--- src/hw/pci_master_pkg.sv ---
package pci_master_pkg;

	localparam int WBUF_DEPTH = 1024;
	localparam int WBUF_AW = 10;

	typedef enum logic [3:0] {
		IDLE,
		WRITE_INIT,
		WRITE_REQ,
		WRITE_ADDR,
		WRITE_DATA,
		WRITE_CONT,
		WRITE_DONE,
		WRITE_FAIL,
		READ_INIT,
		READ_REQ,
		READ_ADDR,
		READ_DATA,
		READ_CONT,
		READ_DONE,
		READ_FILL,
		READ_FAIL
	} state_t;

	// pci bus command codes on C/BE# during the address phase
	typedef enum logic [3:0] {
		MEM_READ = 4'h6,
		MEM_WRITE = 4'h7,
		MEM_READ_MUL = 4'hC,
		MEM_READ_LN = 4'hE
	} bus_cmd_t;

	typedef enum logic [1:0] {
		OK = 2'd0,
		EXOK = 2'd1,
		SLVERR = 2'd2,
		DECERR = 2'd3
	} resp_t;

	typedef struct packed {
		logic [3:0] id;
		logic [7:0] len_m1; // beats minus one
		logic [31:0] addr;
	} pci_cmd_t;

	typedef struct packed {
		logic [3:0] id;
		logic [7:0] len_m1;
		resp_t err;
	} pci_resp_t;

	// user side status of the pci core, addr_n and stopq_n stay active low
	typedef struct packed {
		logic data_vld;
		logic src_en;
		logic time_out;
		logic data;
		logic addr_n;
		logic stopq_n;
	} core_stat_t;

	typedef struct packed {
		logic we;
		logic [WBUF_AW-1:0] addr;
		logic [31:0] data;
		logic [3:0] strb;
	} wbuf_wr_t;

	// steering from the fsm to the beat counters
	typedef struct packed {
		state_t state;
		logic load_write;
		logic load_read;
		logic reload_index;
		logic write_cycle;
	} ctl_t;

endpackage
--- src/hw/pci_adio_mux.sv ---
`timescale 1ns/1ps

module pci_adio_mux (
	input pci_master_pkg::core_stat_t core,
	input logic write_cycle,
	input logic [31:0] write_addr,
	input logic [31:0] read_addr,
	input pci_master_pkg::bus_cmd_t bus_cmd,
	input logic [31:0] wdata,
	input logic [3:0] wstrb,
	input logic [31:0] adio_out,
	input logic fill,
	output logic [31:0] adio_in,
	output logic [3:0] m_cbe,
	output logic [31:0] rdata_din,
	output logic rdata_valid
);

	always_comb begin
		if (!core.addr_n) begin
			// address phase
			adio_in = write_cycle ? write_addr : read_addr;
			m_cbe = bus_cmd;
		end else begin
			adio_in = wdata;
			m_cbe = write_cycle ? ~wstrb : 4'b0000; // byte enables are active low on the bus
		end
	end

	assign rdata_valid = (core.data_vld && !write_cycle) || fill;
	assign rdata_din = fill ? 32'hffff_ffff : adio_out; // pad beats after a failed read

endmodule

--- config.mk ---
export PLATFORM = sky130hd
export DESIGN_NAME = pci_adio_mux
export DESIGN_NICKNAME = d
export VERILOG_FILES = /design/src/hw/pci_master_pkg.sv /design/src/hw/pci_adio_mux.sv
export SDC_FILE = /design/constraint.sdc
export NUM_CORES = 1
export LEC_CHECK = 0
export CORE_AREA = 2 2 83 85
export DETAILED_ROUTE_END_ITERATION = 8
export DIE_AREA = 0 0 85 87
export DONT_BUFFER_PORTS = 1
export PLACE_DENSITY = 0.37
export SYNTH_ARGS = -nofsm -noshare
export SYNTH_HDL_FRONTEND = slang
export SYNTH_SLANG_ARGS = --single-unit
--- constraint.sdc ---
create_clock -name vclk -period 0.8
set_clock_uncertainty 0.05 [all_clocks]
set_input_delay 0.04 -clock vclk [all_inputs]
set_output_delay 0.04 -clock vclk [all_outputs]
set_load 0.005 [all_outputs]
==> impl_metrics.yaml <==
synthesis:
  ys_seq_area_share_pct: 0
  synth_fp_nets: 300
  yosysTopAreaCellShare_pct: 32.32
  synth_cells: 156
  synth_area_leaders: "mux2i_1 32%, or2_2 20%, o21ai_1 13%"
  synthTopCellsByCount: "33 x nand2_1, 32 x mux2i_1, 32 x or2_2"
  synth.most_common_cell: "nand2_1"
  post_synth.cell_area_avg_um2: 6.352
  synth.distinct_cells: 14
  syn_area_um2: 991.0
  yosysWarningCount: 0
  synth_top_area_cell: "mux2i_1"
placement:
  gp_congestion: 0.7132
  port_buffers: 0
  dp_slack_ns: 0.3136
drt:
  wl_per_cell_um: 12.67
  dr_total_vias: 1034
  drc_errors: 0
  drt-initial-drc-count: 12
  detail_route.wirelength_um: 2799
  first_pass_iters: 4
  viasPerCell: 4.679
  ant_nets: 0
pwr:
  peakVddDrop_mv: 0.09487
  power.total_w: 0.0003697
  p_leak_nw: 0.4241
  p_per_area_nw_per_um2: 380.3
run:
  max_cap_violations: 0
layout:
  clock_buffers: 0
  fin_nets: 287
  regArea_um2: 0
  n_sequential_cell: 0
  final_util_pct: 14.80
  final_layout_size_suffix_gt1_share_pct: 23.40
  syn_to_final_growth_pct: -1.894
  num_antenna_cells: 0
timing:
  final.min_clock_period_ns: 0.4567
  fin_tns_setup_ns: 0
  relSlewSlack_pct: 83.65
  hold_viol: 0
  tightest_slew_ns: 0.2427
  final.period_utilization_pct: 57.09
  hold_ws_ns: 0.07980
  drv_slew: 0
  rsz0062_at_grt: "no"
  layout_setup_ws_ns: 0.3433
  setup_violations: 0
  fmaxAchievable_mhz: 2190
outcome:
  outcome: "completed"
cts:
  cts_resized: 0
  post-cts-setup-buffers: 0
  ctsHoldBuffers: 0
die:
  io_pins: 213
  die_h_um: 87
  die_width_um: 85
  floorplan.initialDensity_pct: 15.09
  rows: 30
  core_um2: 6569
  die-area_um2: 7395
setup_path:
  critPathBufInv: 0
  crit_fanout: 36
  critPathCaptureType: "output port"
  crit_cells: 2
  cp_top_family: "compound AO/OA/AOI/OAI gates"
  critical_path_class: "primary input to output port"
  slowest_stage: "o21ai_1"
  start_kind: "primary input"
  slowest_delay_ns: 0.23
  path_cells: "mux2i_1, o21ai_1"
  crit_required_ns: 0.71
  arrival_ns: 0.37
worst_hold_path:
  hold_depth: 1
  hold_class: "primary input to output port"
grt:
  grt_pass1_vias: 710
  grt_first_pass_wirelength_um: 3236
  grt_antenna_before_repair: 0
  grt_overflow: 0
  grt_usage_pct: 5.266
  grt_max_degree: 72
[cell families (layout without fill, tap and decap cells)]
family	count (synthesis)	in the layout	share of synthesized area (%)
and+or+nand+nor	67	67	34.22
buffers and inverters	20	5	13.89
AOI/OAI and AO/OA	37	37	19.57
muxes	32	32	32.32
[stage by stage]
stage | cell area [µm²] | instances
after floorplan | 991.0 | 156
after global placement | 972.2 | 221
after detailed placement | 972.2 | 221
after CTS | 972.2 | 221
after global routing | 972.2 | 221
final | 972.2 | 221
[layer usage]
| metal | GRT usage [%] | routed length, µm | vias to the layer above |
|---|---|---|---|
| li1 | - | - | 492 |
| met5 | 0 | 0 | - |
| met1 | 5.025 | 861 | 422 |
| met3 | 0.1896 | 373 | 0 |
| met2 | 12.50 | 1564 | 120 |
| met4 | 0 | 0 | 0 |
[area by class of cell]
type | instances | area [µm²]
multi-input combinational | 136 | 853.3
fill | 753 | 5597
tap | 80 | 100.1
inverter | 5 | 18.77
[power breakdown]
part	internal [W]	switching, W	total [W]
clock	0	0	0
combinational	0.000202	0.000168	0.000370
sequential	0	0	0
total	0.000202	0.000168	0.000370
[cell usage in the layout, fill, tap and decap left out]
master    instances
a21o_1            1
inv_1             5
mux2i_1          32
nand2_1          33
nand3b_1          2
o21ai_0           8
o21ai_1          25
o21ai_2           1
o22ai_1           2
or2_2            32
[path summary, 6_finish.rpt]
path	to	slack, ns	startpoint
max	adio_in[29]	0.34	write_cycle
min	adio_in[16]	0.08	core[1]
Note: power is estimated with default switching activity, not from simulation.
