**src/hw/pci_master_pkg.sv**
```systemverilog
package pci_master_pkg;

	localparam int WBUF_DEPTH = 1024;
	localparam int WBUF_AW = 10;

	typedef enum logic [3:0] {
		IDLE,
		WRITE_INIT,
		WRITE_REQ,
		WRITE_ADDR,
		WRITE_DATA,
		WRITE_CONT,
		WRITE_DONE,
		WRITE_FAIL,
		READ_INIT,
		READ_REQ,
		READ_ADDR,
		READ_DATA,
		READ_CONT,
		READ_DONE,
		READ_FILL,
		READ_FAIL
	} state_t;

	// pci bus command codes on C/BE# during the address phase
	typedef enum logic [3:0] {
		MEM_READ = 4'h6,
		MEM_WRITE = 4'h7,
		MEM_READ_MUL = 4'hC,
		MEM_READ_LN = 4'hE
	} bus_cmd_t;

	typedef enum logic [1:0] {
		OK = 2'd0,
		EXOK = 2'd1,
		SLVERR = 2'd2,
		DECERR = 2'd3
	} resp_t;

	typedef struct packed {
		logic [3:0] id;
		logic [7:0] len_m1; // beats minus one
		logic [31:0] addr;
	} pci_cmd_t;

	typedef struct packed {
		logic [3:0] id;
		logic [7:0] len_m1;
		resp_t err;
	} pci_resp_t;

	// user side status of the pci core, addr_n and stopq_n stay active low
	typedef struct packed {
		logic data_vld;
		logic src_en;
		logic time_out;
		logic data;
		logic addr_n;
		logic stopq_n;
	} core_stat_t;

	typedef struct packed {
		logic we;
		logic [WBUF_AW-1:0] addr;
		logic [31:0] data;
		logic [3:0] strb;
	} wbuf_wr_t;

	// steering from the fsm to the beat counters
	typedef struct packed {
		state_t state;
		logic load_write;
		logic load_read;
		logic reload_index;
		logic write_cycle;
	} ctl_t;

endpackage
```
**src/hw/pci_beat_counters.sv**
```systemverilog
`timescale 1ns/1ps

module pci_beat_counters (
	input logic clk,
	input logic rst,
	input pci_master_pkg::ctl_t ctl,
	input pci_master_pkg::pci_cmd_t wcmd,
	input pci_master_pkg::pci_cmd_t rcmd,
	input pci_master_pkg::core_stat_t core,
	input logic fill,
	input logic wresp_handshake,
	output logic [8:0] write_ack_cnt,
	output logic [8:0] read_ack_cnt,
	output logic [31:0] write_addr,
	output logic [31:0] read_addr,
	output logic [8:0] read_len,
	output logic [pci_master_pkg::WBUF_AW-1:0] wdata_idx,
	output logic complete
);

	logic read_beat;
	logic [pci_master_pkg::WBUF_AW-1:0] base_idx; // first buffer word of the current write
	logic [7:0] complete_cnt; // beats still to be acknowledged, minus one
	logic data_q;
	logic req_q; // mirrors the fsm request pulse
	logic hold_complete;
	logic gate;
	logic fin1;
	logic fin2;
	logic fin3;
	logic assert_complete;

	assign read_beat = (core.data_vld && !ctl.write_cycle) || fill;

	always_ff @(posedge clk) begin
		if (ctl.load_write) begin
			write_ack_cnt <= '0;
			write_addr <= {wcmd.addr[31:2], 2'b00};
		end else if (core.data_vld && ctl.write_cycle) begin
			write_ack_cnt <= write_ack_cnt + 9'd1;
			write_addr <= write_addr + 32'd4;
		end
	end

	always_ff @(posedge clk) begin
		if (ctl.load_read) begin
			read_ack_cnt <= '0;
			read_addr <= {rcmd.addr[31:2], 2'b00};
			read_len <= {1'b0, rcmd.len_m1} + 9'd1;
		end else if (read_beat) begin
			read_ack_cnt <= read_ack_cnt + 9'd1;
			read_addr <= read_addr + 32'd4;
			read_len <= read_len - 9'd1;
		end
	end

	always_ff @(posedge clk or posedge rst) begin
		if (rst)
			base_idx <= '0;
		else if (wresp_handshake)
			base_idx <= base_idx + {1'b0, write_ack_cnt};
	end

	// fetch index runs ahead on src_en, a re-request rewinds it to the first unacked beat
	always_ff @(posedge clk or posedge rst) begin
		if (rst)
			wdata_idx <= '0;
		else if (ctl.reload_index)
			wdata_idx <= base_idx + {1'b0, write_ack_cnt};
		else if (core.src_en && ctl.write_cycle)
			wdata_idx <= wdata_idx + 1'b1;
	end

	always_ff @(posedge clk) begin
		if (ctl.load_write)
			complete_cnt <= wcmd.len_m1;
		else if (ctl.load_read)
			complete_cnt <= rcmd.len_m1;
		else if (core.data_vld)
			complete_cnt <= complete_cnt - 8'd1;
	end

	always_ff @(posedge clk or posedge rst) begin
		if (rst) begin
			data_q <= 1'b0;
			req_q <= 1'b0;
		end else begin
			data_q <= core.data;
			req_q <= (ctl.state == pci_master_pkg::WRITE_REQ) ||
				(ctl.state == pci_master_pkg::READ_REQ);
		end
	end

	assign gate = ctl.state != pci_master_pkg::IDLE;
	assign fin1 = (complete_cnt == 8'd0) && req_q; // single beat, flag it with the request
	assign fin2 = (complete_cnt == 8'd1) && data_q;
	assign fin3 = (complete_cnt == 8'd2) && core.data_vld;
	assign assert_complete = fin1 || fin2 || fin3 || core.time_out;
	assign complete = assert_complete || hold_complete || !gate;

	always_ff @(posedge clk or posedge rst) begin
		if (rst)
			hold_complete <= 1'b0;
		else if (!core.data && data_q) // end of data phase
			hold_complete <= 1'b0;
		else if (assert_complete)
			hold_complete <= 1'b1;
	end

	assert property (@(posedge clk) disable iff (rst)
		!$stable(wdata_idx) |-> $past(ctl.write_cycle))
		else $error("wdata_idx moved outside a write");

endmodule

```
**config.mk**
```make
export PLATFORM = sky130hd
export DESIGN_NAME = pci_beat_counters
export DESIGN_NICKNAME = d
export VERILOG_FILES = /design/src/hw/pci_master_pkg.sv /design/src/hw/pci_beat_counters.sv
export SDC_FILE = /design/constraint.sdc
export NUM_CORES = 1
export LEC_CHECK = 0
export ABC_AREA = 1
export BUFFER_PORTS_ARGS = -buffer_cell sky130_fd_sc_hd__clkbuf_2
export CAP_MARGIN = 40
export CORE_ASPECT_RATIO = 1.5
export CORE_MARGIN = 2
export CORE_UTILIZATION = 46
export CTS_CLUSTER_DIAMETER = 100
export DETAILED_ROUTE_END_ITERATION = 12
export PLACE_DENSITY = 0.69
export SLEW_MARGIN = 20
export SYNTH_ARGS = -nofsm -noshare
export SYNTH_HDL_FRONTEND = slang
export SYNTH_SLANG_ARGS = --single-unit
```
**constraint.sdc**
```tcl
create_clock -name clk -period 2.3 [get_ports clk]
set_input_delay 0.115 -clock clk [delete_from_list [all_inputs] [get_ports clk]]
set_output_delay 0.115 -clock clk [all_outputs]
set_load 0.005 [all_outputs]
```
==> impl_metrics.json, run 1 <==
{
  "areaGrowthSynthToFinish_pct": 31.2,
  "p_leak_nw": 4.68,
  "netlist_area_sq_um": 7610,
  "grt_pass1_vias": 7592,
  "start_util_pct": 47.0,
  "fillCellCount": 1483,
  "dieArea_sq_um": 17600,
  "grt_max_degree": 57,
  "ys_types": 52,
  "cts_tree": "yes",
  "clkSinkCount": 118,
  "htreeDepth": 4,
  "clk_pin_slew_worst_paths_ns": 0.06,
  "crit_path_end_kind": "flip-flop",
  "finalNetCount": 1391,
  "num_rows": 57,
  "setup_viol": 0,
  "grt_pass1_wl_mm": 35.4,
  "peakVddDrop_uv": 382,
  "place_congestion": 1.07,
  "wl_per_cell_um": 14.8,
  "syn_avg_cell_area_sq_um": 7.50,
  "cts_root_buf": "clkbuf_16",
  "core_sq_um": 16200,
  "grt.busiest_layer": "met2",
  "worstMarginPinSlew_ns": 0.574,
  "hold_path.class": "primary input to flip-flop",
  "async_reset_ff_share_pct": 19.5,
  "syn-instance-count": 1015,
  "numCtsBuffers": 17,
  "worstPathArrival_ns": 2.18,
  "final.min_clock_period_ns": 2.02,
  "hold_violations": 0,
  "required_ns": 2.47,
  "max_cap_violations": 0,
  "crit_type": "flip-flop to flip-flop",
  "avgViaCountPerCell": 5.13,
  "synth_ff_type": "edfxtp_1",
  "dr.pass1.iters": 5,
  "period_share_pct": 87.7,
  "dpl_cell_area_sq_um": 8820,
  "ant_nets": 0,
  "yosysSeqAreaShare_pct": 42.7,
  "drive_gt1_share_pct": 21.1,
  "antenna_cells": 0,
  "path_max_fanout": 6,
  "outcome": "complete, no violations",
  "final_cell_mix": "nand2_1, clkbuf_2, nor2_1",
  "layout_commonest_cell": "nand2_1",
  "yosys_warnings": 0,
  "die_w_um": 109,
  "place_hpwl_mm": 16.2,
  "cts_buffer_depth": 2,
  "cts_resized": 0,
  "synth-seq-cells": 118,
  "grtUsageMet1_pct": 27.3,
  "fin_setup_tns_ns": 0,
  "via_count": 7603,
  "total_power_mw": 6.90,
  "maxSlewHeadroom_pct": 61.7,
  "fp.dieH_um": 162,
  "synth_edf_count": 77,
  "grt.overflow.total": 0,
  "startpoint_type": "flip-flop",
  "grt.total_usage_pct": 25.6,
  "antenna_found_initial": 0,
  "utilization_pct": 61.7,
  "clk_latency_ns": 0.41,
  "finalClockSkew_ns": 0.0119,
  "drv_slew": 0,
  "cts_setup_buffers": 0,
  "gr-usage-met3_pct": 5.08,
  "finalWirelength_mm": 21.9,
  "grtUsageMet2_pct": 47.1,
  "port_buffers": 189,
  "rsz0062_at_grt": "false",
  "max_freq_ghz": 0.496,
  "drcViolationCount": 0,
  "drt_iter0_drc": 443,
  "io_pins": 208,
  "post-route-cell-area_sq_um": 9990,
  "p_per_area_nw_per_um2": 691
}
[worst paths after layout]
path | startpoint | endpoint | slack, ns | cells after the start
setup / recovery | read_addr[2] | read_addr[24] | 0.28 | 10
hold / removal | wcmd[11] | write_addr[11] | 0.02 | 3
setup reg to reg | read_addr[2] | read_addr[24] | 0.28 | 10
hold reg to reg | base_idx[5] | base_idx[5] | 0.48 | 2
max in group asynchronous | rst | base_idx[2] | 1.63 | 4
min in group asynchronous | rst | wdata_idx[9] | 0.24 | 3
[Yosys cell counts, types with 3 or more instances]
cell type | n | area share [%]
o21ai_0 | 48 | 3.2
dfxtp_1 | 18 | 4.7
nand2_2 | 5 | 0.41
ha_1 | 20 | 3.3
a21oi_1 | 30 | 2.0
edfxtp_1 | 77 | 30
buf_4 | 4 | 0.39
o21ai_1 | 10 | 0.66
dfrtp_1 | 23 | 7.6
inv_1 | 90 | 4.4
a31oi_1 | 13 | 1.1
nand4_1 | 17 | 1.4
or2_2 | 8 | 0.66
nor3_2 | 6 | 0.79
nand3b_1 | 12 | 1.2
nor2_1 | 110 | 5.4
nand3_1 | 55 | 3.6
inv_2 | 3 | 0.15
buf_1 | 3 | 0.15
nand2_1 | 338 | 17
buf_2 | 3 | 0.20
clkinv_1 | 3 | 0.15
xnor2_1 | 23 | 2.6
nor2_4 | 5 | 0.74
nor4_1 | 3 | 0.25
nor3_1 | 21 | 1.4
xor2_1 | 18 | 2.1
nor2_2 | 6 | 0.49
clkbuf_1 | 16 | 0.79
[final cells by class]
class                           instances  area (sq um)  share of cell area [%]
Timing Repair Buffer                  253          1590                    16.0
Tap cell                              206           258                    2.58
Sequential cell                       118          3250                    32.5
Clock inverter                          8          82.6                   0.827
Multi-Input combinational cell        778          3900                    39.1
Clock buffer                           24           544                    5.45
Inverter                               96           360                    3.61
[registers in the layout, indices dropped and copies added (netlist names)]
register,cells
read_len,9
complete_cnt,8
hold_complete,1
base_idx,10
write_addr,30
wdata_idx,10
read_ack_cnt,9
write_ack_cnt,9
data_q,1
req_q,1
read_addr,30
[per-stage QoR]
step,std cells,hold WS (ns),worst slack [ns]
5_1_grt,1483,0.0274,0.0986
6_report,1483,0.0152,0.284
3_3_place_gp,1396,0.240,0.366
3_5_place_dp,1397,0.119,0.292
2_1_floorplan,1018,0.117,0.364
4_1_cts,1483,0.0000731,0.278
[power breakdown]
part           leakage [nW]  switching, mW  internal [mW]
Combinational          3.14          0.703          0.572
Clock                 0.308          0.985           1.77
Sequential             1.23          0.305           2.56
[repair_timing]
item                       in CTS  in global routing
hold buffers                   54                  0
hold endpoints to repair       61                  0
setup endpoints to repair       0                  0
[cells by family (layout without fill, tap and decap cells)]
| kind of cell | after synthesis | after routing | synth area share, % |
|---|---|---|---|
| flops | 118 | 118 | 42.7 |
| xor+xnor | 41 | 41 | 4.72 |
| compound gates | 119 | 119 | 8.76 |
| simple gates | 593 | 593 | 34.0 |
| fa+ha+maj | 21 | 21 | 3.55 |
| other cells | 1 | 4 | 0.0492 |
| buf+inv | 122 | 381 | 6.26 |
[metal layers]
layer  share of wire (%)  routed length (um)
met3                 4.9                1080
met1                  39                8480
met4                 3.3                 717
met2                  53               11600
met5                   0                   0
[critical path, stage by stage, from the launching register on]
cell	delay [ns]
edfxtp_1	0.48
ha_1	0.28
nand3_2	0.14
nor2_2	0.20
nand2_1	0.11
nor2_2	0.13
nand2_1	0.14
clkinv_1	0.08
nand3_1	0.06
nand3_1	0.09
nand2_1	0.06
No activity file was read; power rests on OpenSTA's default activity.
==> run 2: changes to the inputs <==
==> constraint.sdc (replaced) <==
create_clock -name clk -period 2.5 [get_ports clk]
set_input_delay 0.125 -clock clk [delete_from_list [all_inputs] [get_ports clk]]
set_output_delay 0.125 -clock clk [all_outputs]
set_load 0.005 [all_outputs]
==> run 2 against run 1 <==
Compared with the run above:
- final area down 3.0%
- utilization down 1.9 points
- sequential cell count unchanged
- maximum frequency up 1.9%
- non-clock buffer count down 20
- largest cell class unchanged
- largest power group unchanged
- highest routed layer unchanged
==> impl_metrics.json, run 2 (synthesis gave the netlist of run 1 again) <==
{
  "outcome": "complete, no violations",
  "clkSinkCount": 118,
  "setup_viol": 0,
  "cts_tree": "yes",
  "dpl_cell_area_sq_um": 8790,
  "dp_cells": 1396,
  "grt_pass1_wl_mm": 35.0,
  "num_rows": 57,
  "ant_nets": 0,
  "via_count": 7532,
  "worstMarginPinSlew_ns": 0.597,
  "finalWirelength_mm": 21.5,
  "final.min_clock_period_ns": 1.98,
  "grt_max_degree": 41,
  "top_regs": "read_addr: 30 flops, write_addr: 30 flops",
  "rsz0062_at_grt": "false",
  "start_util_pct": 47.0,
  "final_cell_mix": "nand2_1, clkbuf_2, nor2_1",
  "grt.overflow.total": 0,
  "fp.dieH_um": 162,
  "post-route-cell-area_sq_um": 9690,
  "seq_area_sq_um": 3250,
  "dr.pass1.iters": 5,
  "avgViaCountPerCell": 5.15,
  "core_sq_um": 16200,
  "grt.total_usage_pct": 25.3,
  "drt_iter0_drc": 372,
  "multi_input_area_sq_um": 3900,
  "place_congestion": 1.07,
  "total_power_mw": 6.04,
  "drv_slew": 0,
  "path_common_cell": "nand2_1",
  "drcViolationCount": 0,
  "hold_path.class": "primary input to flip-flop",
  "grt_pass1_vias": 7433,
  "max_cap_violations": 0,
  "path_max_fanout": 6,
  "max_freq_ghz": 0.505,
  "worstPathArrival_ns": 2.14,
  "clk_latency_ns": 0.41,
  "io_pins": 208,
  "startpoint_type": "flip-flop",
  "fillCellCount": 1512,
  "maxSlewHeadroom_pct": 59.8,
  "instances_no_fill": 1463,
  "p_per_area_nw_per_um2": 624,
  "finalNetCount": 1371,
  "cts_setup_buffers": 0,
  "peakVddDrop_uv": 386,
  "port_buffers": 189,
  "period_share_pct": 79.2,
  "wl_per_cell_um": 14.7,
  "crit_path_end_kind": "flip-flop",
  "p_leak_nw": 4.56,
  "cts_root_buf": "clkbuf_16",
  "critPathSlowestCell": "edfxtp_1",
  "drive_gt1_share_pct": 21.2,
  "antenna_found_initial": 0,
  "antenna_cells": 0,
  "finalClockSkew_ns": 0.0159,
  "htreeDepth": 4,
  "cts_buffer_depth": 2,
  "areaGrowthSynthToFinish_pct": 27.2,
  "max_stage_delay_ns": 0.47,
  "fin_setup_tns_ns": 0,
  "place_hpwl_mm": 16.3,
  "hold_violations": 0,
  "numCtsBuffers": 17,
  "crit_chain": "ha_1 > nand3_2 > nor2_2 > nand2_1 > nor2_2 > nand2_1 > clkinv_1 > nand3_1 > nand3_1 > nand2_1",
  "clk_pin_slew_worst_paths_ns": 0.06,
  "required_ns": 2.66,
  "crit_type": "flip-flop to flip-flop",
  "die_w_um": 109,
  "dieArea_sq_um": 17600,
  "layout_commonest_cell": "nand2_1"
}
## run 2: area by class of cell
class	instances	area share (%)
Multi-Input combinational cell	778	40.3
Sequential cell	118	33.5
Timing Repair Buffer	233	14.2
Clock buffer	24	5.19
Inverter	96	3.72
Tap cell	206	2.66
Clock inverter	8	0.452
## run 2: timing repair
item / CTS / global route
endpoints found under the hold margin: 45 / 0
hold buffers: 35 / 0
gates resized for setup: 0 / 0
endpoints found under the setup margin: 0 / 0
## run 2: layer usage
metal / vias up / global-route usage [%] / share of wire [%]
met3: 52 / 4.64 / 5.9
met5: - / 0 / 0
met1: 3431 / 27.4 / 37
met4: 0 / 12.8 / 4.3
met2: 250 / 46.1 / 53
li1: 3799 / - / -
## run 2: final timing paths
| kind | depth (start not counted) | slack (ns) | endpoint | start |
|---|---|---|---|---|
| hold reg to reg | 2 | 0.49 | base_idx[5] | base_idx[5] |
| hold / removal | 3 | 0.006 | read_addr[28] | rcmd[28] |
| setup / recovery | 10 | 0.52 | read_addr[24] | read_addr[2] |
| min in group asynchronous | 3 | 0.29 | base_idx[7] | rst |
| setup reg to reg | 10 | 0.52 | read_addr[24] | read_addr[2] |
| max in group asynchronous | 4 | 1.73 | hold_complete | rst |
## run 2: worst max-delay path, delay by kind of cell (launching register included)
family        cells  cell delay, ns
buf+inv           1            0.08
simple gates      8            0.92
fa+ha+maj         1            0.26
flops             1            0.47
## run 2: metrics by stage
step           util (%)  setup slack [ns]  hold WS, ns
2_1_floorplan         -             0.554        0.127
3_3_place_gp       54.2             0.574        0.250
3_5_place_dp       54.3             0.521        0.183
4_1_cts            59.8             0.516      0.00107
5_1_grt            59.8             0.329      0.00528
6_report           59.8             0.521      0.00629
## run 2: power by group
| group | internal (mW) | switching [mW] |
|---|---|---|
| registers | 2.36 | 0.280 |
| clock network | 1.40 | 0.870 |
| logic | 0.501 | 0.634 |
