$ cat config.mk
export PLATFORM = sky130hd
export DESIGN_NAME = pci_master_fsm
export DESIGN_NICKNAME = d
export VERILOG_FILES = /design/src/hw/pci_master_pkg.sv /design/src/hw/pci_master_fsm.sv
export SDC_FILE = /design/constraint.sdc
export NUM_CORES = 1
export LEC_CHECK = 0
export BUFFER_PORTS_ARGS = -buffer_cell sky130_fd_sc_hd__clkbuf_2
export CELL_PAD_IN_SITES_DETAIL_PLACEMENT = 2
export CELL_PAD_IN_SITES_GLOBAL_PLACEMENT = 2
export CORE_MARGIN = 8
export CORE_UTILIZATION = 28
export DETAILED_ROUTE_END_ITERATION = 10
export HOLD_SLACK_MARGIN = 0.15
export PLACE_DENSITY_LB_ADDON = 0.1
export RECOVER_POWER = 100
export SLEW_MARGIN = 40
export SYNTH_ARGS = -nofsm -noshare
export SYNTH_HDL_FRONTEND = slang
export SYNTH_SLANG_ARGS = --single-unit
$ cat constraint.sdc
create_clock -name clk -period 7.6 [get_ports clk]
set_input_delay 2.28 -clock clk [delete_from_list [all_inputs] [get_ports clk]]
set_output_delay 2.28 -clock clk [all_outputs]
set_load 0.02 [all_outputs]
$ cat src/hw/pci_master_pkg.sv
package pci_master_pkg;

	localparam int WBUF_DEPTH = 1024;
	localparam int WBUF_AW = 10;

	typedef enum logic [3:0] {
		IDLE,
		WRITE_INIT,
		WRITE_REQ,
		WRITE_ADDR,
		WRITE_DATA,
		WRITE_CONT,
		WRITE_DONE,
		WRITE_FAIL,
		READ_INIT,
		READ_REQ,
		READ_ADDR,
		READ_DATA,
		READ_CONT,
		READ_DONE,
		READ_FILL,
		READ_FAIL
	} state_t;

	// pci bus command codes on C/BE# during the address phase
	typedef enum logic [3:0] {
		MEM_READ = 4'h6,
		MEM_WRITE = 4'h7,
		MEM_READ_MUL = 4'hC,
		MEM_READ_LN = 4'hE
	} bus_cmd_t;

	typedef enum logic [1:0] {
		OK = 2'd0,
		EXOK = 2'd1,
		SLVERR = 2'd2,
		DECERR = 2'd3
	} resp_t;

	typedef struct packed {
		logic [3:0] id;
		logic [7:0] len_m1; // beats minus one
		logic [31:0] addr;
	} pci_cmd_t;

	typedef struct packed {
		logic [3:0] id;
		logic [7:0] len_m1;
		resp_t err;
	} pci_resp_t;

	// user side status of the pci core, addr_n and stopq_n stay active low
	typedef struct packed {
		logic data_vld;
		logic src_en;
		logic time_out;
		logic data;
		logic addr_n;
		logic stopq_n;
	} core_stat_t;

	typedef struct packed {
		logic we;
		logic [WBUF_AW-1:0] addr;
		logic [31:0] data;
		logic [3:0] strb;
	} wbuf_wr_t;

	// steering from the fsm to the beat counters
	typedef struct packed {
		state_t state;
		logic load_write;
		logic load_read;
		logic reload_index;
		logic write_cycle;
	} ctl_t;

endpackage
$ cat src/hw/pci_master_fsm.sv
`timescale 1ns/1ps

module pci_master_fsm (
	input logic clk,
	input logic rst,
	input pci_master_pkg::core_stat_t core,
	input pci_master_pkg::pci_cmd_t wcmd,
	input pci_master_pkg::pci_cmd_t rcmd,
	input logic wcmd_valid,
	input logic rcmd_valid,
	output logic wcmd_ready,
	output logic rcmd_ready,
	output pci_master_pkg::pci_resp_t wresp,
	output pci_master_pkg::pci_resp_t rresp,
	output logic wresp_valid,
	output logic rresp_valid,
	input logic wresp_ready,
	input logic rresp_ready,
	input logic [8:0] write_ack_cnt,
	input logic [8:0] read_ack_cnt,
	input logic [31:0] read_addr,
	input logic [8:0] read_len,
	input logic [7:0] cacheline_size,
	output pci_master_pkg::ctl_t ctl,
	output pci_master_pkg::bus_cmd_t bus_cmd,
	output logic fill,
	output logic request,
	output logic request_hold,
	output logic m_ready
);

	pci_master_pkg::state_t state;
	pci_master_pkg::state_t state_next;
	logic write_cycle; // last direction, also drives M_WRDN
	logic grant; // data phase seen since the address phase
	logic strobe; // a beat was acknowledged since the address phase
	logic target_abort;
	logic write_last;
	logic read_last;
	logic read_all_acked;
	logic [29:0] first_word;
	logic [29:0] last_word;
	logic [29:0] line_mask;
	logic cross_line;

	assign write_last = core.data_vld && (write_ack_cnt == {1'b0, wresp.len_m1});
	assign read_last = core.data_vld && (read_ack_cnt == {1'b0, rresp.len_m1});
	assign read_all_acked = read_ack_cnt == {1'b0, rresp.len_m1};

	// word addresses of the first and last beat still to be read
	assign first_word = read_addr[31:2];
	assign last_word = first_word + 30'(read_len) - 30'd1;
	assign line_mask = ~(30'(cacheline_size) - 30'd1);
	assign cross_line = |((first_word ^ last_word) & line_mask);

	always_comb begin
		state_next = state;
		case (state)
			pci_master_pkg::IDLE: begin
				// the direction served last goes second
				if (write_cycle && rcmd_valid)
					state_next = pci_master_pkg::READ_INIT;
				else if (wcmd_valid)
					state_next = pci_master_pkg::WRITE_INIT;
				else if (rcmd_valid)
					state_next = pci_master_pkg::READ_INIT;
			end
			pci_master_pkg::WRITE_INIT: state_next = pci_master_pkg::WRITE_REQ;
			pci_master_pkg::WRITE_REQ: state_next = pci_master_pkg::WRITE_ADDR;
			pci_master_pkg::WRITE_ADDR:
				if (!core.addr_n)
					state_next = pci_master_pkg::WRITE_DATA;
			pci_master_pkg::WRITE_DATA: begin
				if (write_last)
					state_next = pci_master_pkg::WRITE_DONE;
				else if (target_abort)
					state_next = pci_master_pkg::WRITE_CONT;
				else if (!core.data) begin
					if (!grant) // grant lost on the first beat, core retries by itself
						state_next = pci_master_pkg::WRITE_ADDR;
					else if (strobe)
						state_next = pci_master_pkg::WRITE_CONT;
					else
						state_next = pci_master_pkg::WRITE_FAIL; // no devsel
				end
			end
			pci_master_pkg::WRITE_CONT:
				if (!core.data)
					state_next = pci_master_pkg::WRITE_REQ;
			pci_master_pkg::WRITE_DONE,
			pci_master_pkg::WRITE_FAIL:
				if (wresp_ready)
					state_next = pci_master_pkg::IDLE;
			pci_master_pkg::READ_INIT: state_next = pci_master_pkg::READ_REQ;
			pci_master_pkg::READ_REQ: state_next = pci_master_pkg::READ_ADDR;
			pci_master_pkg::READ_ADDR:
				if (!core.addr_n)
					state_next = pci_master_pkg::READ_DATA;
			pci_master_pkg::READ_DATA: begin
				if (read_last)
					state_next = pci_master_pkg::READ_DONE;
				else if (target_abort)
					state_next = pci_master_pkg::READ_CONT;
				else if (!core.data) begin
					if (!grant)
						state_next = pci_master_pkg::READ_ADDR;
					else if (strobe)
						state_next = pci_master_pkg::READ_CONT;
					else
						state_next = pci_master_pkg::READ_FILL;
				end
			end
			pci_master_pkg::READ_CONT:
				if (!core.data)
					state_next = pci_master_pkg::READ_REQ;
			pci_master_pkg::READ_FILL:
				if (read_all_acked)
					state_next = pci_master_pkg::READ_FAIL;
			pci_master_pkg::READ_DONE,
			pci_master_pkg::READ_FAIL:
				if (rresp_ready)
					state_next = pci_master_pkg::IDLE;
			default: state_next = pci_master_pkg::IDLE;
		endcase
	end

	always_ff @(posedge clk or posedge rst) begin
		if (rst) begin
			state <= pci_master_pkg::IDLE;
			write_cycle <= 1'b0;
			request <= 1'b0;
			request_hold <= 1'b0;
			m_ready <= 1'b1;
			wcmd_ready <= 1'b0;
			rcmd_ready <= 1'b0;
			wresp_valid <= 1'b0;
			rresp_valid <= 1'b0;
			fill <= 1'b0;
			grant <= 1'b0;
			strobe <= 1'b0;
			target_abort <= 1'b0;
		end else begin
			state <= state_next;
			request <= 1'b0;
			wcmd_ready <= 1'b0;
			rcmd_ready <= 1'b0;
			wresp_valid <= 1'b0;
			rresp_valid <= 1'b0;
			fill <= 1'b0;
			case (state_next)
				pci_master_pkg::IDLE: begin
					request_hold <= 1'b0;
					m_ready <= 1'b1;
				end
				pci_master_pkg::WRITE_INIT: begin
					wcmd_ready <= 1'b1;
					write_cycle <= 1'b1;
				end
				pci_master_pkg::READ_INIT: begin
					rcmd_ready <= 1'b1;
					write_cycle <= 1'b0;
				end
				pci_master_pkg::WRITE_REQ,
				pci_master_pkg::READ_REQ: target_abort <= 1'b0;
				pci_master_pkg::WRITE_ADDR,
				pci_master_pkg::READ_ADDR: begin
					// pulse only when coming from REQ, not on a grant retry
					request <= (state == pci_master_pkg::WRITE_REQ) ||
						(state == pci_master_pkg::READ_REQ);
					grant <= 1'b0;
					strobe <= 1'b0;
				end
				pci_master_pkg::WRITE_DATA,
				pci_master_pkg::READ_DATA: begin
					target_abort <= target_abort || !core.stopq_n;
					grant <= grant || core.data;
					strobe <= strobe || core.data_vld;
				end
				pci_master_pkg::WRITE_DONE,
				pci_master_pkg::WRITE_FAIL: wresp_valid <= 1'b1;
				pci_master_pkg::READ_DONE,
				pci_master_pkg::READ_FAIL: rresp_valid <= 1'b1;
				pci_master_pkg::READ_FILL: fill <= 1'b1;
				default: ;
			endcase
		end
	end

	always_ff @(posedge clk) begin
		case (state_next)
			pci_master_pkg::WRITE_INIT: begin
				wresp.id <= wcmd.id;
				wresp.len_m1 <= wcmd.len_m1;
			end
			pci_master_pkg::READ_INIT: begin
				rresp.id <= rcmd.id;
				rresp.len_m1 <= rcmd.len_m1;
			end
			pci_master_pkg::WRITE_ADDR: bus_cmd <= pci_master_pkg::MEM_WRITE;
			pci_master_pkg::READ_ADDR: begin
				if (read_len == 9'd1)
					bus_cmd <= pci_master_pkg::MEM_READ;
				else if (cross_line)
					bus_cmd <= pci_master_pkg::MEM_READ_MUL;
				else
					bus_cmd <= pci_master_pkg::MEM_READ_LN;
			end
			pci_master_pkg::WRITE_DONE: wresp.err <= pci_master_pkg::OK;
			pci_master_pkg::WRITE_FAIL: wresp.err <= pci_master_pkg::DECERR;
			pci_master_pkg::READ_DONE: rresp.err <= pci_master_pkg::OK;
			pci_master_pkg::READ_FAIL: rresp.err <= pci_master_pkg::SLVERR;
			default: ;
		endcase
	end

	always_comb begin
		ctl.state = state;
		ctl.load_write = state_next == pci_master_pkg::WRITE_INIT;
		ctl.load_read = state_next == pci_master_pkg::READ_INIT;
		ctl.reload_index = state_next == pci_master_pkg::WRITE_REQ;
		ctl.write_cycle = write_cycle;
	end

	assert property (@(posedge clk) disable iff (rst) request |=> !request)
		else $error("request high for two cycles");

	assert property (@(posedge clk) disable iff (rst) !(wresp_valid && rresp_valid))
		else $error("wresp_valid and rresp_valid high together");

endmodule

==> metrics.cfg, run 1 <==
[worst_setup_path]
cp_data_arrival_time_ns = 4.49
path_cells = clkbuf_2 > xnor2_1 > nand4_1 > nor3_1 > nor2_1 > nor4_4 > nand2_1 > nor3_1 > clkbuf_1
criticalPathCategory = in2out
cpMostUsedCell = nor3_1
r2r_start = state[1]$_DFF_PP0_
slowest_stage = nor4_4
cp.required_ns = 5.32
slowest_delay_ns = 0.43
crit_fanout = 6
critPathLaunchType = input port
critPathCaptureType = output pin
rr_endpoint = bus_cmd[3]$_SDFFCE_PP0P_
rrSetupSlack_ns = 4.77
ff2ff_path_depth = 9
startpoint = write_ack_cnt[5]

[yosys]
synth-seq-area-share_pct = 25.4
synth_xor_area_share_pct = 10.6
synthCells = 593
synth_cell_types = 78
yosys.area_share.adder_pct = 10.3
ys_warn_count = 0
synth_top_area_cell = edfxtp_1
synth_edf_count = 29
synthTopCellsByCount = 73 x inv_1, 48 x nor2_1, 42 x nand2_1
syn_area_per_cell_sq_um = 8.11
yosysMostFrequentCell = inv_1
ys_ff_latch = 43
synthMuxAreaShare_pct = 0.859
yosys.area_share.simple_pct = 21.6
netlist_area_sq_um = 4810
yosysTopAreaCellShare_pct = 18.1
synth-main-ff-cell = edfxtp_1
synth_area_leaders = edfxtp_1 18%, ha_1 9.9%, dfrtp_1 7.3%, xnor2_1 6.2%, inv_1 5.7%
synth_top_family_by_area = compound AO/OA/AOI/OAI gates
ys_async_sr_fraction_pct = 32.6
synth_compound_area_share_pct = 22.7

[layout]
layout-drive-gt1-share_pct = 17.4
nets = 928
fillCellCount = 2023
instances_no_fill = 948
synthToLayoutAreaGrowth_pct = 19.6
regArea_sq_um = 1220
antenna_cells = 0
multiInputGateArea_sq_um = 3170

[timing]
tns_ns = 0
finalSetupViolCount = 0
slew_violations = 0
fin_crit_ns = 6.77
hold_viol = 0
rsz0062_at_grt = false
slew_headroom_pct = 45.0
max_freq_mhz = 148
clock_skew_ns = 0.0144
timing.final.crit_share_pct = 89.1
tightest_slew_ns = 0.825

[clock_tree]
clock-root-buffer = clkbuf_16
cts_resized = 0
cts.sinks = 43
cts_tree = done
clk_pin_slew_worst_paths_ns = 0.06
max-clock-path-buffers = 2
cts_hold_buffers = 0
clkLatencyLatePin_ns = 0.29
cts_setup_buffers = 0
htree_levels = 2
cts_made_buffers = 5

[route]
routedWlPerCell_microns = 18.6
avgViaCountPerCell = 5.21
ant_nets = 0
first_pass_iters = 4
dr.first_iter.drc_count = 156
routed_wl_mm = 17.7
vias = 4937
drc = 0

[run]
cap_violations = 0

[outcome]
outcome = finished clean

[grt]
grtUsageTotal_pct = 16.0
antenna_found_initial = 0
grt_pass1_vias = 5378
grt_pass1_wl_mm = 28.7
grt_overflow = 0
grt_max_degree = 19

[pwr]
p_leak_nw = 2.47
vdd_ir_drop_max_v = 0.000112
power_density_nw_per_um2 = 205

[place]
dp_hpwl_mm = 15.3
gp_congestion = 0.874
dp_cells = 940
place.port_buffers = 141

[floorplan]
die_area_sq_um = 21600
core_sq_um = 17100
die_x_microns = 147
initial_core_util_pct = 28.2
fp.dieH_microns = 147
rows = 48
num_io_pins = 215

[worst_hold_path]
holdPathEnd = grant$_DFFE_PP0P_
holdPathStages = 1
min_path_type = reg2reg
holdCritStartpoint = grant$_DFFE_PP0P_

[logic make-up after synthesis]
| group | after synthesis |
|---|---|
| AOI/OAI and AO/OA | 158 |
| xor gates and xnor gates | 58 |
| adders and majority gates | 39 |
| buffers and inverters | 97 |
| DFF | 43 |
| muxes | 4 |
| other | 2 |
| and+or+nand+nor | 192 |
[critical path: cells and delay by family]
family / cells / cell delay (ns)
simple gates: 6 / 1.66
xor+xnor: 1 / 0.16
buf+inv: 2 / 0.38
[report_power, final]
| part | internal (mW) | leakage [nW] | switching [mW] | total, mW |
|---|---|---|---|---|
| logic | 0.226 | 1.96 | 0.393 | 0.620 |
| clock network | 0.122 | 0.0708 | 0.0875 | 0.209 |
| registers | 0.301 | 0.440 | 0.0497 | 0.350 |
[stage by stage]
stage	setup slack [ns]	cell area, sq um	total power, mW	utilization (%)	hold slack (ns)
after floorplan	1.13	4810	0.795	-	0.458
after global placement	0.857	5690	0.973	33.4	0.483
after detailed placement	0.777	5690	0.993	33.4	0.498
after CTS	0.780	5830	1.21	34.2	0.525
after global routing	0.649	5750	1.27	33.7	0.537
final	0.827	5750	1.18	33.7	0.521
[layout by cell type, fill, tap and decap left out, types with 5 or more instances in the layout]
cell type and n:
ha_1 38, xnor2_1 34, nand2_1 42, nand4_1 17
clkbuf_2 94, nand3_1 14, inv_1 74, and4_1 5
o21ai_1 12, a21oi_2 6, nor4_1 8, o211ai_1 8
a31oi_1 7, or3_1 5, a21o_1 5, dfrtp_1 14
o21ai_0 28, clkbuf_1 50, nand3b_1 7, nor3_1 16
nor2_1 48, xor2_1 24, clkbuf_16 5, a21oi_1 35
edfxtp_1 29
[flip-flops by register name, indices dropped and copies added, names as in the netlist, 3 cells and up]
signal / count
state: 4
rresp: 13
wresp: 13
bus_cmd: 3
[layer usage]
layer / global-route usage [%] / share of wire [%] / vias to the layer above
met1: 20.5 / 47 / 2424
li1: - / - / 2404
met3: 1.78 / 3.9 / 7
met2: 28.4 / 49 / 102
met5: 0 / 0 / -
met4: 3.06 / 0.79 / 0
[worst max-delay path by stage]
stage | slack, ns | end | depth (start not counted)
final | 0.83 | ctl[1] | 9
after global routing | 0.65 | ctl[1] | 9
after CTS | 0.78 | ctl[1] | 9
after detailed placement | 0.78 | ctl[1] | 9
after global placement | 0.86 | ctl[1] | 9
after floorplan | 1.13 | ctl[1] | 8
[final cells by class]
class                      count  share of cell area [%]
inverter                      74                    4.83
sequential                    43                    21.2
clock inverter                 2                   0.239
tap                          225                    4.90
clock buffer                   6                    2.24
timing repair buffer         143                    11.4
multi-input combinational    455                    55.2
Power figures use the tool's default switching activity.
==> run 2: changes to the inputs <==
--- a/config.mk
+++ b/config.mk
@@ -5,11 +5,12 @@
 export SDC_FILE = /design/constraint.sdc
 export NUM_CORES = 1
 export LEC_CHECK = 0
+export ABC_AREA = 1
 export BUFFER_PORTS_ARGS = -buffer_cell sky130_fd_sc_hd__clkbuf_2
 export CELL_PAD_IN_SITES_DETAIL_PLACEMENT = 2
 export CELL_PAD_IN_SITES_GLOBAL_PLACEMENT = 2
 export CORE_MARGIN = 8
-export CORE_UTILIZATION = 28
+export CORE_UTILIZATION = 27
 export DETAILED_ROUTE_END_ITERATION = 10
 export HOLD_SLACK_MARGIN = 0.15
 export PLACE_DENSITY_LB_ADDON = 0.1
==> run 2 against run 1 <==
  * Die area increased by 12%
  * Count of clock-buffer cells in the layout down 1
  * Clock power increased by 19%
  * Final cell count up 34%
  * Sequential share of layout area is 2.0 points lower
  * Worst setup slack improved by 0.30 ns
  * First-iteration DRC count decreased by 40%
  * Flip-flop and latch count stayed put
  * Synthesized cell count increased by 45%
  * Critical endpoint unchanged
==> metrics.cfg, run 2 <==
[outcome]
outcome = finished clean  ; unchanged

[grt]
antenna_found_initial = 0  ; unchanged
met2_usage_pct = 28.8  ; was 28.4%
gr-usage-met1_pct = 20.0  ; was 20.5%
grt_busiest_layer = met2  ; unchanged
grt_overflow = 0  ; unchanged
grt_pass1_vias = 6294  ; was 5,378
met3_usage_pct = 2.60  ; was 1.78%
grt_pass1_wl_mm = 31.3  ; was 28.7 mm
grtUsageTotal_pct = 16.0  ; about the same
grt_max_degree = 16  ; was 19

[timing]
fin_crit_ns = 6.48  ; was 6.77 ns
rsz0062_at_grt = false  ; unchanged
max_freq_mhz = 154  ; was 148 MHz
timing.final.crit_share_pct = 85.2  ; was 89.1%
clock_skew_ns = 0.00486  ; was 0.0144 ns
hold_viol = 0  ; unchanged
tightest_slew_ns = 0.830  ; was 0.825 ns
finalSetupViolCount = 0  ; unchanged
slew_headroom_pct = 44.7  ; was 45.0%
tns_ns = 0  ; unchanged
slew_violations = 0  ; unchanged

[clock_tree]
cts.sinks = 43  ; unchanged
cts_resized = 0  ; unchanged
cts_tree = done  ; unchanged
htree_levels = 2  ; unchanged
clk_pin_slew_worst_paths_ns = 0.06  ; about the same
cts_setup_buffers = 0  ; unchanged
max-clock-path-buffers = 2  ; unchanged
clock-root-buffer = clkbuf_16  ; unchanged
clkLatencyLatePin_ns = 0.29  ; about the same
cts_hold_buffers = 0  ; unchanged
cts_made_buffers = 5  ; unchanged

[yosys]
ys_warn_count = 0  ; unchanged
yosysMostFrequentCell = nand2_1  ; was inv_1
synthTopCellsByCount = 274 x nand2_1, 197 x inv_1, 73 x nor2_1  ; was 73 x inv_1, 48 x nor2_1, 42 x nand2_1
netlist_area_sq_um = 5270  ; was 4810 sq um
syn_area_per_cell_sq_um = 6.13  ; was 8.11 sq um
synth-main-ff-cell = edfxtp_1  ; unchanged
synth-seq-area-share_pct = 23.2  ; was 25.4%
synthCells = 861  ; was 593
synth_cell_types = 46  ; was 78
synth_top_area_cell = nand2_1  ; was edfxtp_1
synth_area_leaders = nand2_1 20%, edfxtp_1 17%, inv_1 14%, ha_1 9.0%, dfrtp_1 6.6%  ; was edfxtp_1 18%, ha_1 9.9%, dfrtp_1 7.3%, xnor2_1 6.2%, inv_1 5.7%
yosysTopAreaCellShare_pct = 19.5  ; was 18.1%
synth_edf_count = 29  ; unchanged
ys_async_sr_fraction_pct = 32.6  ; unchanged
ys_ff_latch = 43  ; unchanged

[worst_setup_path]
slowest_stage = clkbuf_1  ; was nor4_4
cp_data_arrival_time_ns = 4.20  ; was 4.49 ns
criticalPathCategory = in2out  ; unchanged
path_cells = clkbuf_1 > inv_1 > a21oi_1 > nor3_2 > clkbuf_1 > inv_1 > nand3_1 > nor2_4 > nand2_1 > inv_1 > clkbuf_1  ; was clkbuf_2 > xnor2_1 > nand4_1 > nor3_1 > nor2_1 > nor4_4 > nand2_1 > nor3_1 > clkbuf_1
slowest_delay_ns = 0.60  ; was 0.43 ns
critPathLaunchType = input port  ; unchanged
critPathCaptureType = output pin  ; unchanged
cp.required_ns = 5.32  ; about the same
crit_fanout = 15  ; was 6

[layout]
antenna_cells = 0  ; unchanged
layout-drive-gt1-share_pct = 13.2  ; was 17.4%
reg.largest.list = rresp (13), wresp (13), state (4)  ; unchanged
final_cell_mix = 276 x nand2_1, 197 x inv_1, 95 x clkbuf_2  ; was 94 x clkbuf_2, 74 x inv_1, 50 x clkbuf_1
fin_util_pct = 32.9  ; was 33.7%
nets = 1212  ; was 928
layout_commonest_cell = nand2_1  ; was clkbuf_2
synthToLayoutAreaGrowth_pct = 20.6  ; was 19.6%

[pwr]
p_leak_nw = 3.71  ; was 2.47 nW
power_density_nw_per_um2 = 213  ; was 205 nW/um^2
vdd_ir_drop_max_v = 0.000113  ; was 0.000112 V

[route]
routed_wl_mm = 19.1  ; was 17.7 mm
dr.first_iter.drc_count = 94  ; was 156
routedWlPerCell_microns = 15.0  ; was 18.6 microns
ant_nets = 0  ; unchanged
avgViaCountPerCell = 4.42  ; was 5.21
vias = 5618  ; was 4,937
first_pass_iters = 4  ; unchanged
drc = 0  ; unchanged

[floorplan]
die_x_microns = 156  ; was 147 microns
initial_core_util_pct = 27.3  ; was 28.2%
num_io_pins = 215  ; unchanged
die_area_sq_um = 24300  ; was 21,600 sq um
core_sq_um = 19300  ; was 17,100 sq um
fp.dieH_microns = 156  ; was 147 microns
rows = 51  ; was 48

[place]
gp_congestion = 0.792  ; was 0.874
place.port_buffers = 142  ; was 141
dp_hpwl_mm = 17.4  ; was 15.3 mm

[worst_hold_path]
min_path_type = reg2reg  ; unchanged

[run]
cap_violations = 0  ; unchanged

## run 2: kinds of logic after synthesis
kind of cell	Yosys count	synth area share [%]
and+or+nand+nor	469	38.7
buffers and inverters	219	16.1
AOI/OAI and AO/OA	47	5.48
DFF	43	23.2
xor gates and xnor gates	42	6.98
adders and majority gates	39	9.40
other	2	0.142
## run 2: layer usage
layer | share of wire, % | wire length (microns)
met1 | 46 | 8870
met2 | 49 | 9370
met3 | 3.8 | 723
met4 | 0.67 | 128
met5 | 0 | 0
## run 2: metrics by stage
stage | setup slack (ns) | area (sq um) | instances | total power [mW] | hold slack [ns]
floorplan | 0.817 | 5280 | 863 | 0.913 | 0.478
global placement | 1.44 | 6280 | 1262 | 1.15 | 0.500
detailed placement | 1.40 | 6300 | 1264 | 1.17 | 0.514
CTS | 1.39 | 6470 | 1272 | 1.43 | 0.539
global route | 0.915 | 6360 | 1272 | 1.47 | 0.587
finish | 1.12 | 6360 | 1272 | 1.35 | 0.535
## run 2: final timing paths
path	startpoint	endpoint	slack [ns]	cells past startpoint
setup / recovery	rcmd_valid	ctl[1]	1.12	11
hold / removal	grant$_DFFE_PP0P_	grant$_DFFE_PP0P_	0.53	2
setup reg to reg	state[3]$_DFF_PP0_	bus_cmd[1]$_SDFFCE_PP1P_	4.54	12
hold reg to reg	grant$_DFFE_PP0P_	grant$_DFFE_PP0P_	0.53	2
max in group asynchronous	rst	target_abort$_DFFE_PP0P_	5.12	2
min in group asynchronous	rst	state[1]$_DFF_PP0_	2.05	2
## run 2: area by class of cell
type                            instances  area (sq um)
Inverter                              209           785
Multi-Input combinational cell        601          3170
Clock inverter                          3          43.8
Fill cell                            2476         13000
Tap cell                              265           332
Timing Repair Buffer                  146           678
Clock buffer                            5           125
Sequential cell                        43          1220
## run 2: worst max-delay path: cells and delay by family
| family | cells | cell delay [ns] |
|---|---|---|
| buffers and inverters | 6 | 1.14 |
| AO/OA/AOI/OAI | 1 | 0.08 |
| AND/OR/NAND/NOR | 4 | 0.69 |
## run 2: power breakdown
| group | switching, mW | internal, mW | total, mW | leakage, nW |
|---|---|---|---|---|
| sequential | 0.0475 | 0.322 | 0.369 | 0.444 |
| combinational | 0.509 | 0.226 | 0.735 | 3.18 |
| clock | 0.0936 | 0.155 | 0.249 | 0.0838 |
